## src/verilog/axi_bus_pkg.sv

```systemverilog
// AXI bus sizes
// Widths and burst limits of the write bus

package axi_bus_pkg;

  // Address and data widths
  localparam int addr_w = 32;
  localparam int data_w = 32;

  // Bytes per beat and its log2
  localparam int strb_w = data_w / 8;
  localparam int log_strb_w = $clog2(strb_w);

  // Longest burst, bounded by the 4 KB rule and the 256 beat limit
  localparam int burst_beats = (4096 / strb_w < 256) ? 4096 / strb_w : 256;

  // Bytes covered by one full burst
  localparam int burst_bytes = strb_w * burst_beats;

  // Low address bits cleared to align on a burst boundary
  localparam logic [addr_w-1:0] burst_mask = addr_w'(burst_bytes - 1);

  // AWLEN field width
  localparam int len_w = 8;

endpackage : axi_bus_pkg

```

## src/verilog/write_master_pkg.sv

```systemverilog
// Write master sizes
// Command, counter and buffer dimensions

package write_master_pkg;

  import axi_bus_pkg::*;

  // Byte count of one command
  localparam int xfer_size_w = 16;

  // Beat count, byte count over the beat size
  localparam int total_len_w = xfer_size_w - log_strb_w;

  // Burst index, the beat count above the AWLEN field
  localparam int xact_cnt_w = total_len_w - len_w;

  // Bursts allowed to wait for a write response
  localparam int max_outstanding = 4;
  localparam int outstanding_w = $clog2(max_outstanding + 1);

  // Stream side data buffer
  localparam int fifo_depth = 32;
  localparam int fifo_ptr_w = $clog2(fifo_depth);

  // First beats still waiting for their address
  localparam int pending_w = 8;

endpackage : write_master_pkg

```

## src/verilog/xfer_ctrl.sv

```systemverilog
// Transfer control
`timescale 1ns/1ps

module xfer_ctrl
  import axi_bus_pkg::*;
  import write_master_pkg::*;
(
  input  logic                   aclk,
  input  logic                   areset,
  input  logic                   ctrl_start,
  input  logic [addr_w-1:0]      ctrl_addr_offset,
  input  logic [xfer_size_w-1:0] ctrl_xfer_size_in_bytes,
  input  logic                   final_bxfer,
  output logic                   start,
  output logic [xact_cnt_w-1:0]  num_xacts,
  output logic [len_w-1:0]       final_burst_len,
  output logic                   single_xact,
  output logic [strb_w-1:0]      final_strb,
  output logic [addr_w-1:0]      addr_base,
  output logic                   ctrl_done
);

  logic [total_len_w-1:0] total_len_r;
  logic [log_strb_w-1:0]  byte_rem_r;
  logic                   cmd_seen;
  logic                   start_d1;

  ////////////////////////////////////////////////////////////
  // Command capture
  ////////////////////////////////////////////////////////////
  always_ff @(posedge aclk) begin
    if (ctrl_start) begin
      // Beats minus one, a partial last word counts as a whole beat
      if (ctrl_xfer_size_in_bytes[log_strb_w-1:0] != '0)
        total_len_r <= ctrl_xfer_size_in_bytes[log_strb_w +: total_len_w];
      else
        total_len_r <= ctrl_xfer_size_in_bytes[log_strb_w +: total_len_w] - 1'b1;
      // Start on a burst boundary
      addr_base  <= ctrl_addr_offset & ~burst_mask;
      byte_rem_r <= ctrl_xfer_size_in_bytes[log_strb_w-1:0];
    end
  end

  // Bursts minus one sit above the AWLEN bits
  assign num_xacts   = total_len_r[len_w +: xact_cnt_w];
  assign single_xact = (num_xacts == '0);

  // Last burst length and byte enable, settled before start
  always_ff @(posedge aclk) begin
    final_burst_len <= total_len_r[len_w-1:0];
    for (int i = 0; i < strb_w; i++) begin
      final_strb[i] <= (byte_rem_r == '0) || (i < int'(byte_rem_r));
    end
  end

  ////////////////////////////////////////////////////////////
  // Start sequencing and done
  ////////////////////////////////////////////////////////////
  always_ff @(posedge aclk) begin
    if (areset) begin
      cmd_seen  <= 1'b0;
      start_d1  <= 1'b0;
      start     <= 1'b0;
      ctrl_done <= 1'b0;
    end else begin
      // Two stage delay behind the captured strobe
      cmd_seen  <= ctrl_start;
      start_d1  <= cmd_seen;
      start     <= start_d1;
      // One cycle after the last response
      ctrl_done <= final_bxfer;
    end
  end

endmodule : xfer_ctrl

```

## src/verilog/wdata_fifo.sv

```systemverilog
// Stream data FIFO
`timescale 1ns/1ps

module wdata_fifo
  import axi_bus_pkg::*;
  import write_master_pkg::*;
(
  input  logic              aclk,
  input  logic              areset,
  input  logic              push,
  input  logic [data_w-1:0] push_data,
  input  logic              pop,
  output logic              full,
  output logic              fifo_valid,
  output logic [data_w-1:0] fifo_data
);

  logic [data_w-1:0]   mem [fifo_depth];
  // Extra top bit tells full from empty
  logic [fifo_ptr_w:0] wr_ptr;
  logic [fifo_ptr_w:0] rd_ptr;
  logic                empty;
  logic                do_push;
  logic                do_pop;

  assign empty = (wr_ptr == rd_ptr);
  assign full  = (wr_ptr[fifo_ptr_w] != rd_ptr[fifo_ptr_w]) &&
                 (wr_ptr[fifo_ptr_w-1:0] == rd_ptr[fifo_ptr_w-1:0]);

  // Push on full and pop on empty are dropped
  assign do_push = push & ~full;
  assign do_pop  = pop & ~empty;

  // Storage array
  always_ff @(posedge aclk) begin
    if (do_push)
      mem[wr_ptr[fifo_ptr_w-1:0]] <= push_data;
  end

  // Pointers
  always_ff @(posedge aclk) begin
    if (areset) begin
      wr_ptr <= '0;
      rd_ptr <= '0;
    end else begin
      if (do_push)
        wr_ptr <= wr_ptr + 1'b1;
      if (do_pop)
        rd_ptr <= rd_ptr + 1'b1;
    end
  end

  // Head word shows without a read request
  assign fifo_valid = ~empty;
  assign fifo_data  = mem[rd_ptr[fifo_ptr_w-1:0]];

endmodule : wdata_fifo

```

## src/verilog/wbeat_sequencer.sv

```systemverilog
// Write data channel
`timescale 1ns/1ps

module wbeat_sequencer
  import axi_bus_pkg::*;
  import write_master_pkg::*;
(
  input  logic                  aclk,
  input  logic                  areset,
  input  logic                  start,
  input  logic [xact_cnt_w-1:0] num_xacts,
  input  logic [len_w-1:0]      final_burst_len,
  input  logic                  single_xact,
  input  logic [strb_w-1:0]     final_strb,
  input  logic                  fifo_valid,
  input  logic [data_w-1:0]     fifo_data,
  input  logic                  m_axi_wready,
  output logic                  fifo_pop,
  output logic                  m_axi_wvalid,
  output logic [data_w-1:0]     m_axi_wdata,
  output logic [strb_w-1:0]     m_axi_wstrb,
  output logic                  m_axi_wlast,
  output logic                  wxfer,
  output logic                  wfirst_pulse
);

  logic                  running;
  logic [len_w-1:0]      beats_to_go;
  logic [xact_cnt_w-1:0] bursts_to_go;
  logic                  final_burst;
  logic                  load_beats;
  logic                  wfirst;
  logic                  wfirst_d1;

  // No beats leave before the transfer size is known
  assign m_axi_wvalid = fifo_valid & running;
  assign m_axi_wdata  = fifo_data;
  assign wxfer        = m_axi_wvalid & m_axi_wready;
  assign fifo_pop     = wxfer;

  assign final_burst = (bursts_to_go == '0);
  assign m_axi_wlast = (beats_to_go == '0);
  assign m_axi_wstrb = (m_axi_wlast & final_burst) ? final_strb : '1;

  // Short burst length comes in for the last burst only
  assign load_beats = (wxfer & m_axi_wlast & (bursts_to_go == xact_cnt_w'(1))) ||
                      (start & single_xact);

  always_ff @(posedge aclk) begin
    if (areset) begin
      running      <= 1'b0;
      beats_to_go  <= '1;
      bursts_to_go <= '0;
      wfirst       <= 1'b1;
      wfirst_d1    <= 1'b0;
      wfirst_pulse <= 1'b0;
    end else begin
      if (start)
        running <= 1'b1;
      else if (wxfer & m_axi_wlast & final_burst)
        running <= 1'b0;
      // Beat counter wraps 0 to 255 between full bursts
      if (load_beats)
        beats_to_go <= final_burst_len;
      else if (wxfer)
        beats_to_go <= beats_to_go - 1'b1;
      if (start)
        bursts_to_go <= num_xacts;
      else if (wxfer & m_axi_wlast)
        bursts_to_go <= bursts_to_go - 1'b1;
      // Next beat opens a burst after WLAST
      if (wxfer)
        wfirst <= m_axi_wlast;
      // One pulse per waiting first beat
      wfirst_d1    <= m_axi_wvalid & wfirst;
      wfirst_pulse <= m_axi_wvalid & wfirst & ~wfirst_d1;
    end
  end

endmodule : wbeat_sequencer

```

## src/verilog/aw_issuer.sv

```systemverilog
// Write address channel
`timescale 1ns/1ps

module aw_issuer
  import axi_bus_pkg::*;
  import write_master_pkg::*;
(
  input  logic                  aclk,
  input  logic                  areset,
  input  logic                  start,
  input  logic [addr_w-1:0]     addr_base,
  input  logic [xact_cnt_w-1:0] num_xacts,
  input  logic [len_w-1:0]      final_burst_len,
  input  logic                  single_xact,
  input  logic                  wfirst_pulse,
  input  logic                  stall_aw,
  input  logic                  m_axi_awready,
  output logic                  m_axi_awvalid,
  output logic [addr_w-1:0]     m_axi_awaddr,
  output logic [len_w-1:0]      m_axi_awlen,
  output logic                  awxfer
);

  logic [pending_w-1:0]  pending;
  logic [xact_cnt_w-1:0] aw_to_go;
  logic                  final_aw;

  assign awxfer   = m_axi_awvalid & m_axi_awready;
  assign final_aw = (aw_to_go == '0);

  // Full bursts get 255, the last one its own length
  assign m_axi_awlen = (final_aw || (start & single_xact)) ? final_burst_len :
                                                             len_w'(burst_beats - 1);

  ////////////////////////////////////////////////////////////
  // Address valid and counters
  ////////////////////////////////////////////////////////////
  always_ff @(posedge aclk) begin
    if (areset) begin
      pending       <= '0;
      m_axi_awvalid <= 1'b0;
      aw_to_go      <= '0;
    end else begin
      // First beats seen but not yet addressed
      case ({wfirst_pulse, awxfer})
        2'b10:   pending <= pending + 1'b1;
        2'b01:   pending <= pending - 1'b1;
        default: pending <= pending;
      endcase
      // Held until the slave takes it
      if ((pending != '0) & ~m_axi_awvalid & ~stall_aw)
        m_axi_awvalid <= 1'b1;
      else if (m_axi_awready)
        m_axi_awvalid <= 1'b0;
      if (start)
        aw_to_go <= num_xacts;
      else if (awxfer)
        aw_to_go <= aw_to_go - 1'b1;
    end
  end

  // Next burst sits one full burst higher
  always_ff @(posedge aclk) begin
    if (start)
      m_axi_awaddr <= addr_base;
    else if (awxfer)
      m_axi_awaddr <= m_axi_awaddr + addr_w'(burst_bytes);
  end

endmodule : aw_issuer

```

## src/verilog/bresp_tracker.sv

```systemverilog
// Write response channel
`timescale 1ns/1ps

module bresp_tracker
  import write_master_pkg::*;
(
  input  logic                  aclk,
  input  logic                  areset,
  input  logic                  start,
  input  logic [xact_cnt_w-1:0] num_xacts,
  input  logic                  awxfer,
  input  logic                  m_axi_bvalid,
  output logic                  m_axi_bready,
  output logic                  stall_aw,
  output logic                  final_bxfer
);

  logic                     bxfer;
  logic [outstanding_w-1:0] vacancy;
  logic [xact_cnt_w-1:0]    b_to_go;

  // Responses are always accepted
  assign m_axi_bready = 1'b1;
  assign bxfer        = m_axi_bvalid & m_axi_bready;

  // No free slot for another burst
  assign stall_aw    = (vacancy == '0);
  assign final_bxfer = bxfer & (b_to_go == '0);

  always_ff @(posedge aclk) begin
    if (areset) begin
      vacancy <= outstanding_w'(max_outstanding);
      b_to_go <= '0;
    end else begin
      case ({awxfer, bxfer})
        2'b10:   vacancy <= vacancy - 1'b1;
        2'b01:   vacancy <= vacancy + 1'b1;
        default: vacancy <= vacancy;
      endcase
      if (start)
        b_to_go <= num_xacts;
      else if (bxfer)
        b_to_go <= b_to_go - 1'b1;
    end
  end

endmodule : bresp_tracker

```

## src/verilog/axi_write_master.sv

```systemverilog
// AXI4 write master
// Stream in, bursts out
`timescale 1ns/1ps

module axi_write_master
  import axi_bus_pkg::*;
  import write_master_pkg::*;
(
  input  logic                   aclk,
  input  logic                   areset,
  // Command
  input  logic                   ctrl_start,
  input  logic [addr_w-1:0]      ctrl_addr_offset,
  input  logic [xfer_size_w-1:0] ctrl_xfer_size_in_bytes,
  output logic                   ctrl_done,
  // Stream input
  input  logic                   s_axis_tvalid,
  output logic                   s_axis_tready,
  input  logic [data_w-1:0]      s_axis_tdata,
  // Write address
  output logic                   m_axi_awvalid,
  input  logic                   m_axi_awready,
  output logic [addr_w-1:0]      m_axi_awaddr,
  output logic [len_w-1:0]       m_axi_awlen,
  // Write data
  output logic                   m_axi_wvalid,
  input  logic                   m_axi_wready,
  output logic [data_w-1:0]      m_axi_wdata,
  output logic [strb_w-1:0]      m_axi_wstrb,
  output logic                   m_axi_wlast,
  // Write response
  input  logic                   m_axi_bvalid,
  output logic                   m_axi_bready
);

  logic                  start;
  logic [xact_cnt_w-1:0] num_xacts;
  logic [len_w-1:0]      final_burst_len;
  logic                  single_xact;
  logic [strb_w-1:0]     final_strb;
  logic [addr_w-1:0]     addr_base;
  logic                  wfirst_pulse;
  logic                  awxfer;
  logic                  stall_aw;
  logic                  final_bxfer;
  logic                  fifo_full;
  logic                  fifo_valid;
  logic [data_w-1:0]     fifo_data;
  logic                  fifo_pop;

  // Stream stalls only on a full buffer
  assign s_axis_tready = ~fifo_full;

  xfer_ctrl i_xfer_ctrl (
    .aclk, .areset, .ctrl_start, .ctrl_addr_offset, .ctrl_xfer_size_in_bytes,
    .final_bxfer, .start, .num_xacts, .final_burst_len, .single_xact,
    .final_strb, .addr_base, .ctrl_done
  );

  wdata_fifo i_wdata_fifo (
    .aclk, .areset, .push(s_axis_tvalid), .push_data(s_axis_tdata),
    .pop(fifo_pop), .full(fifo_full), .fifo_valid, .fifo_data
  );

  wbeat_sequencer i_wbeat_sequencer (
    .aclk, .areset, .start, .num_xacts, .final_burst_len, .single_xact,
    .final_strb, .fifo_valid, .fifo_data, .m_axi_wready, .fifo_pop,
    .m_axi_wvalid, .m_axi_wdata, .m_axi_wstrb, .m_axi_wlast, .wxfer(), .wfirst_pulse
  );

  aw_issuer i_aw_issuer (
    .aclk, .areset, .start, .addr_base, .num_xacts, .final_burst_len,
    .single_xact, .wfirst_pulse, .stall_aw, .m_axi_awready, .m_axi_awvalid,
    .m_axi_awaddr, .m_axi_awlen, .awxfer
  );

  bresp_tracker i_bresp_tracker (
    .aclk, .areset, .start, .num_xacts, .awxfer, .m_axi_bvalid,
    .m_axi_bready, .stall_aw, .final_bxfer
  );

endmodule : axi_write_master

```

## config.mk

```make
export PLATFORM = sky130hd
export DESIGN_NAME = axi_write_master
export DESIGN_NICKNAME = d
export VERILOG_FILES = /design/src/verilog/axi_bus_pkg.sv /design/src/verilog/write_master_pkg.sv /design/src/verilog/xfer_ctrl.sv /design/src/verilog/wdata_fifo.sv /design/src/verilog/wbeat_sequencer.sv /design/src/verilog/aw_issuer.sv /design/src/verilog/bresp_tracker.sv /design/src/verilog/axi_write_master.sv
export SDC_FILE = /design/constraint.sdc
export NUM_CORES = 1
export LEC_CHECK = 0
export BUFFER_PORTS_ARGS = -buffer_cell sky130_fd_sc_hd__buf_2
export CORE_UTILIZATION = 50
export CTS_CLUSTER_SIZE = 14
export DETAILED_ROUTE_END_ITERATION = 8
export MAX_ROUTING_LAYER = met4
export PLACE_DENSITY_LB_ADDON = 0.2
export REMOVE_ABC_BUFFERS = 1
export SLEW_MARGIN = 20
export SYNTH_ARGS = -nofsm -noshare
export SYNTH_HDL_FRONTEND = slang
export SYNTH_SLANG_ARGS = --single-unit
```

## constraint.sdc

```tcl
create_clock -name aclk -period 3.2 [get_ports aclk]
set_input_delay 0.48 -clock aclk [delete_from_list [all_inputs] [get_ports aclk]]
set_output_delay 0.48 -clock aclk [all_outputs]
set_load 0.02 [all_outputs]
```

; Yosys cells after proc, flatten, opt, wreduce, memory -nomap -nowiden
; Memories as Yosys holds them, arrays and structs flattened. A register that Yosys moved wholly into a read port is not among the register bits.
; Index checks and enable logic that the tools add are counted.
[classes]
n_addsub = 12
magnitude_cmp = 3
n_eq_ne = 8
muxes = 23
bitwise_logic = 20
n_reduce_logical = 23
[op_table]
columns = op, n
row1 = $mux 32, 2
row2 = $mux 6, 6
row3 = $add 32x11->32 const B, 1
row4 = $logic_not 6->1, 4
row5 = $mux 8, 3
row6 = $reduce_bool 2->1, 9
row7 = $sub 6x1->6 const B, 3
row8 = $pmux 8 s2, 1
row9 = $sub 8x1->8 const B, 2
row10 = $and 1x1->1, 15
row11 = $mux 14, 1
row12 = $sub 14x1->14 const B, 1
row13 = $add 6x1->6 const B, 2
row14 = $mux 5, 2
row15 = $add 8x1->8 const B, 1
row16 = $logic_not 8->1, 1
row17 = $reduce_bool 8->1, 1
row18 = $eq 6x1->1 const B, 1
row19 = $eq 6x6->1, 1
row20 = $mux 1, 6
row21 = $pmux 3 s2, 1
row22 = $eq 5x5->1, 1
row23 = $logic_or 1x1->1, 5
row24 = $not 1->1, 5
row25 = 11 further kinds, 14
[totals]
ff_bits = 140
ramBits = 1024
out_inout_bits = 82
word_cells = 114
mem_count = 1
[mem_list]
columns = name, words, width, read_ports, rd_clocked_by_memory_dff, write_ports, line
row1 = i_wdata_fifo.mem, 32, 32, 1, 1, 1, wdata_fifo.sv:18  ; logic [data_w-1:0] mem [fifo_depth];

; Depth between registers and ports, before layout
[depth]
depth_word = 8
ltp_mapped = 12
depth_no_buf = 10

; Cells and area by module
; A second synthesis with hierarchy kept.
[unflattened]
hier_cells = 2932
area_unflattened_um2 = 47113.9
[by_module_without_submodules]
columns = module, n_inst, cells_per_inst, area_per_inst_um2, seq_area_each_um2
row1 = wdata_fifo, 1, 2312, 40608.9, 31089.8
row2 = aw_issuer, 1, 281, 2741.4, 1261.2
row3 = xfer_ctrl, 1, 123, 1925.6, 1441.4
row4 = wbeat_sequencer, 1, 159, 1315.0, 360.3
row5 = bresp_tracker, 1, 56, 519.2, 180.2
row6 = axi_write_master, 1, 1, 3.8, 0.0

; Worst setup path after synthesis
; No wires, ideal clock.
[synth_timing]
path_kind = reg2reg
from = reg i_aw_issuer.m_axi_awvalid
to = reg i_aw_issuer.pending[6]
setup_time_ns = 0.061
t_arrival_ns = 3.225
setup_slack_ns = -0.085
path_stages_with_launch = 13
path_buffers = 2
period_less_slack_ns = 3.285
cell_sequence = dfxtp_1 -> nand2_1 -> inv_1 -> ha_1 -> clkbuf_1 -> clkbuf_1 -> xor2_1 -> ha_1 -> or3_1 -> a21oi_1 -> or4b_2 -> a2111oi_0 -> a311o_1
[synth_between]
elab_chain_len = 3
word_cells_on_any_way = 5
cone_classes = eq/ne (2) / mux (1) / bitwise (1) / reduce/logical (1)
[synth_rtl]
columns = element, line
row1 = "start, declared", aw_issuer.sv:18  ; output logic m_axi_awvalid,
row2 = "start signal, assigned", aw_issuer.sv:41  ; m_axi_awvalid <= 1'b0;
row3 = "start signal, assigned", aw_issuer.sv:52  ; m_axi_awvalid <= 1'b1;
row4 = "start signal, assigned", aw_issuer.sv:54  ; m_axi_awvalid <= 1'b0;
row5 = $and 1x1->1 *, aw_issuer.sv:28  ; assign awxfer = m_axi_awvalid & m_axi_awready;
row6 = $eq 2x1->1 or $eq 2x2->1 (tied branches), aw_issuer.sv:45  ; case ({wfirst_pulse, awxfer})
row7 = $pmux 8 s2 or $reduce_bool 2->1 (tied branches), -
row8 = "end signal, assigned", aw_issuer.sv:46  ; 2'b10: pending <= pending + 1'b1;
row9 = "end signal, assigned", aw_issuer.sv:47  ; 2'b01: pending <= pending - 1'b1;
row10 = "end signal, assigned", aw_issuer.sv:48  ; default: pending <= pending;
row11 = "end, declared", aw_issuer.sv:24  ; logic [pending_w-1:0] pending;
; Every way passes the cells marked *; elsewhere a longest branch is shown, timed or not.
; A chain may end at the register's enable or synchronous reset.

==> summary.txt <==
Timing
  • Max frequency: 0.2838 GHz
  • Unrepaired setup endpoints after global routing: true
  • Shortest clock period the worst path allows after layout: 3.524 ns
  • Setup ws final: -0.3236 ns
  • Transition at the pin with the smallest max-transition slack: 0.8897 ns
  • Final Hold Violating Endpoints: 0
  • Remaining max-slew budget at the tightest pin: 40.68%
  • Number of max-slew violations in the final report: 0
  • Worst hold-check slack: 0.1025 ns
  • Setup TNS: -8.479 ns
  • Final setup violation count: 32
  • Period Utilization, post-route: 110.1%
  • Worst clock skew: 0.03352 ns

Min path
  • Hold Crit Class: in -> reg

Critical path
  • Crit path kind: reg -> out
  • Sort of element at the end of the critical path: primary output
  • Data arrival time of the worst path: 3.04 ns
  • Critical Path RT: 2.72 ns
  • Critical path peak fanout: 14
  • Launching element type of the critical path: flip-flop

Power and ir drop
  • Peak VDD IR: 483.5 µV
  • Static Leakage: 16.89 nW
  • P per Cell Area: 576.6 mW/mm²

Final layout
  • Growth of design area from synthesis to finish: 17.83%
  • Core occupancy in the finished layout: 59.42%
  • Layout fillers: 6362
  • Area of all placed cells without fillers: 0.05341 mm²
  • Register area: 0.03405 mm²
  • Number of nets in the layout: 2561
  • Layout cells sized above 1: 33.31%
  • Multi-input logic area: 0.01099 mm²

Global route
  • Total grt overflow: 0
  • Via count of the first global-routing pass: 23369
  • Wire length of the first global-routing pass: 154.8 mm
  • Global-route total usage across every layer: 24.49%
  • Number of antenna violations at the first check in global routing: 5
  • Largest net degree at the start of global routing: 49

Floorplanning
  • Initial Utilization: 50.43%
  • Horizontal extent of the die: 303.1 µm
  • Die Y: 303.1 µm
  • I/O pin total: 169
  • Core region area: 0.08987 mm²
  • Die area: 0.09185 mm²
  • Count of standard-cell rows: 110

Place
  • Half-perimeter wire length after detailed placement: 55.38 mm
  • Pre-CTS worst setup slack: 0.2661 ns
  • Input/output buffers: 146
  • GPL Wtd Cong: 0.7843
  • Placed instance area: 0.04853 mm²

Routing
  • Length of routed met3 wiring: 9.136 mm
  • Drc violations: 0
  • Total routed wire length on the met1 layer: 41.35 mm
  • WL/cell: 28.59 µm
  • Total length of routed wires: 106.7 mm
  • Final antenna-violating net count: 0
  • Via density: 6.013
  • Overall via count from detail_route: 22445
  • First-pass detailed-route iteration total: 7
  • Met2 wire length: 53.65 mm
  • Uppermost signal routing layer after detailed routing: met4
  • DRT iter0 DRCs: 2380

Run status
  • Failing checks: setup timing
  • Outcome: complete, but fails checks

Yosys
  • Top flip-flop cell by instance count after synthesis: edfxtp_1
  • Cell type contributing the most total cell area after synthesis: edfxtp_1
  • Count of synthesis-stage warnings from yosys: 0
  • Count of mapped cells out of synthesis: 2137
  • Proportion of synthesized flip-flops having asynchronous set or reset: 0%
  • Post-synthesis sequential element count: 1158
  • EDFF count, synth: 1084
  • Post-Synthesis Mean Instance Area: 21.21 µm²
  • Area of the mapped netlist: 0.04532 mm²
  • Top cell type's share of synthesized area: 71.82%
  • Biggest area contributors in the synthesized netlist: edfxtp_1 (72%), mux4_2 (16%), dfxtp_1 (3.3%)
  • Portion of the post-synthesis area used by sequential elements: 75.09%
  • Post-synth cell types: 60

Clocking
  • Clock sink count: 1158
  • H-tree Lvls: 3
  • Inserted Clock Buffers: 115
  • Clock latency of the later-clocked register in the worst-skew pair: 0.70 ns
  • Clock-pin slew on the worst setup and hold paths: 0.06 ns
  • Clock tree from TritonCTS: yes
  • Clock tree root driver cell: clkbuf_16
  • Maximum buffer depth of the clock tree: 3

Job
  • Max-capacitance violation count: 0
## state kept, by name (all words and copies together), names as in the netlist, 2 cells and up, named ones only
signal / flops
i_wbeat_sequencer.beats_to_go: 8
i_bresp_tracker.b_to_go: 6
i_wdata_fifo.mem: 1024
i_wbeat_sequencer.bursts_to_go: 6
i_xfer_ctrl.final_burst_len: 8
i_aw_issuer.pending: 8
i_xfer_ctrl.addr_base: 22
i_wdata_fifo.rd_ptr: 6
i_xfer_ctrl.final_strb: 3
i_aw_issuer.aw_to_go: 6
i_xfer_ctrl.total_len_r: 14
i_aw_issuer.m_axi_awaddr: 22
i_bresp_tracker.vacancy: 3
i_wdata_fifo.wr_ptr: 6
i_xfer_ctrl.byte_rem_r: 2
## cells in the mapped netlist (all sizes together), types with 5 or more instances
cell type  instances
a21boi            10
a21oi             19
a22oi              6
and3              11
buf               62
clkbuf            55
dfxtp             74
edfxtp          1084
ha                19
inv               26
mux2              36
mux2i              5
mux4             320
nand2             52
nand2b            13
nand3             18
nand4              9
nor2              81
nor2b             10
nor3              16
nor4              12
o211ai            11
o21a               7
o21ai             40
or2                7
or3               10
xnor2             29
xor2              39
## path summary, 6_finish.rpt
path / endpoint / slack, ns / from / cells past startpoint
setup / recovery: m_axi_wdata[15] / -0.32 / flip-flop / 6
setup reg to reg: i_aw_issuer.pending[6]$_SDFFE_PP0P_ / 0.40 / i_aw_issuer.m_axi_awvalid$_SDFFE_PP0P_ / 10
hold reg to reg: i_xfer_ctrl.final_burst_len[4]$_DFF_P_ / 0.32 / i_xfer_ctrl.total_len_r[4]$_DFFE_PP_ / 0
hold / removal: i_xfer_ctrl.total_len_r[13]$_DFFE_PP_ / 0.10 / ctrl_xfer_size_in_bytes[15] / 2
## area by class of cell
cell class	count	area share, %
sequential	1158	63.75
multi-input combinational	846	20.58
timing repair buffer	307	5.923
clock buffer	147	5.670
tap	1176	2.755
clock inverter	68	1.110
inverter	26	0.1827
antenna	5	0.02343
## worst max-delay path: stages (launching register included)
cell	delay, ns
dfxtp_4	0.44
buf_4	0.21
buf_16	0.18
mux4_2	0.52
mux4_2	0.49
mux2_2	0.33
buf_2	0.18
## power breakdown
group / internal, mW / leakage, nW / switching (mW) / total [mW]
clock network: 7.34 / 1.78 / 5.60 / 12.9
logic: 0.412 / 4.70 / 0.652 / 1.06
registers: 16.7 / 10.4 / 0.0701 / 16.8
## timing repair
action                                  in CTS  in global routing
endpoints found under the hold margin       24                  0
hold buffers                                24                  0
gates resized for setup                     61                 26
endpoints found under the setup margin      32                 36
gates cloned                                13                  7
buffers inserted                            14                  7
## stage by stage
stage | cells | total power [mW]
global route | 3733 | 31.71
global placement | 3450 | 18.04
finish | 3733 | 30.80
detailed placement | 3450 | 18.09
floorplan | 2030 | 17.62
CTS | 3716 | 30.98
## cells by family after synthesis
kind of cell             share of synthesized area (%)
AO/OA/AOI/OAI                                    1.651
AND/OR/NAND/NOR                                  3.023
multiplexers                                     16.91
adder cells (fa/ha/maj)                         0.5687
other                                          0.01657
flip-flops                                       75.09
buffers and inverters                            1.433
XOR/XNOR                                         1.314
## layout by cell type (no fill, tap or decap), drive strengths merged, types with 11 or more instances in the layout
cell	netlist	routed
nor3	16	16
nand2b	13	13
nor2	81	81
edfxtp	1084	1084
clkbuf	55	153
o21ai	40	40
ha	19	19
and3	11	11
conb	2	12
xnor2	29	29
inv	26	32
mux4	320	320
dfxtp	74	74
buf	62	274
clkinv	0	54
xor2	39	39
nand2	52	52
a21oi	19	19
o211ai	11	11
nor4	12	12
nand3	18	18
mux2	36	36
dlygate4sd3	0	24
## metal layers
| metal | vias to the layer above | GRT usage, % |
|---|---|---|
| met3 | 186 | 5.084 |
| met2 | 972 | 39.53 |
| li1 | 9525 | - |
| met5 | - | - |
| met4 | 0 | 6.461 |
| met1 | 11762 | 31.82 |
Note: power is estimated with default switching activity, not from simulation.
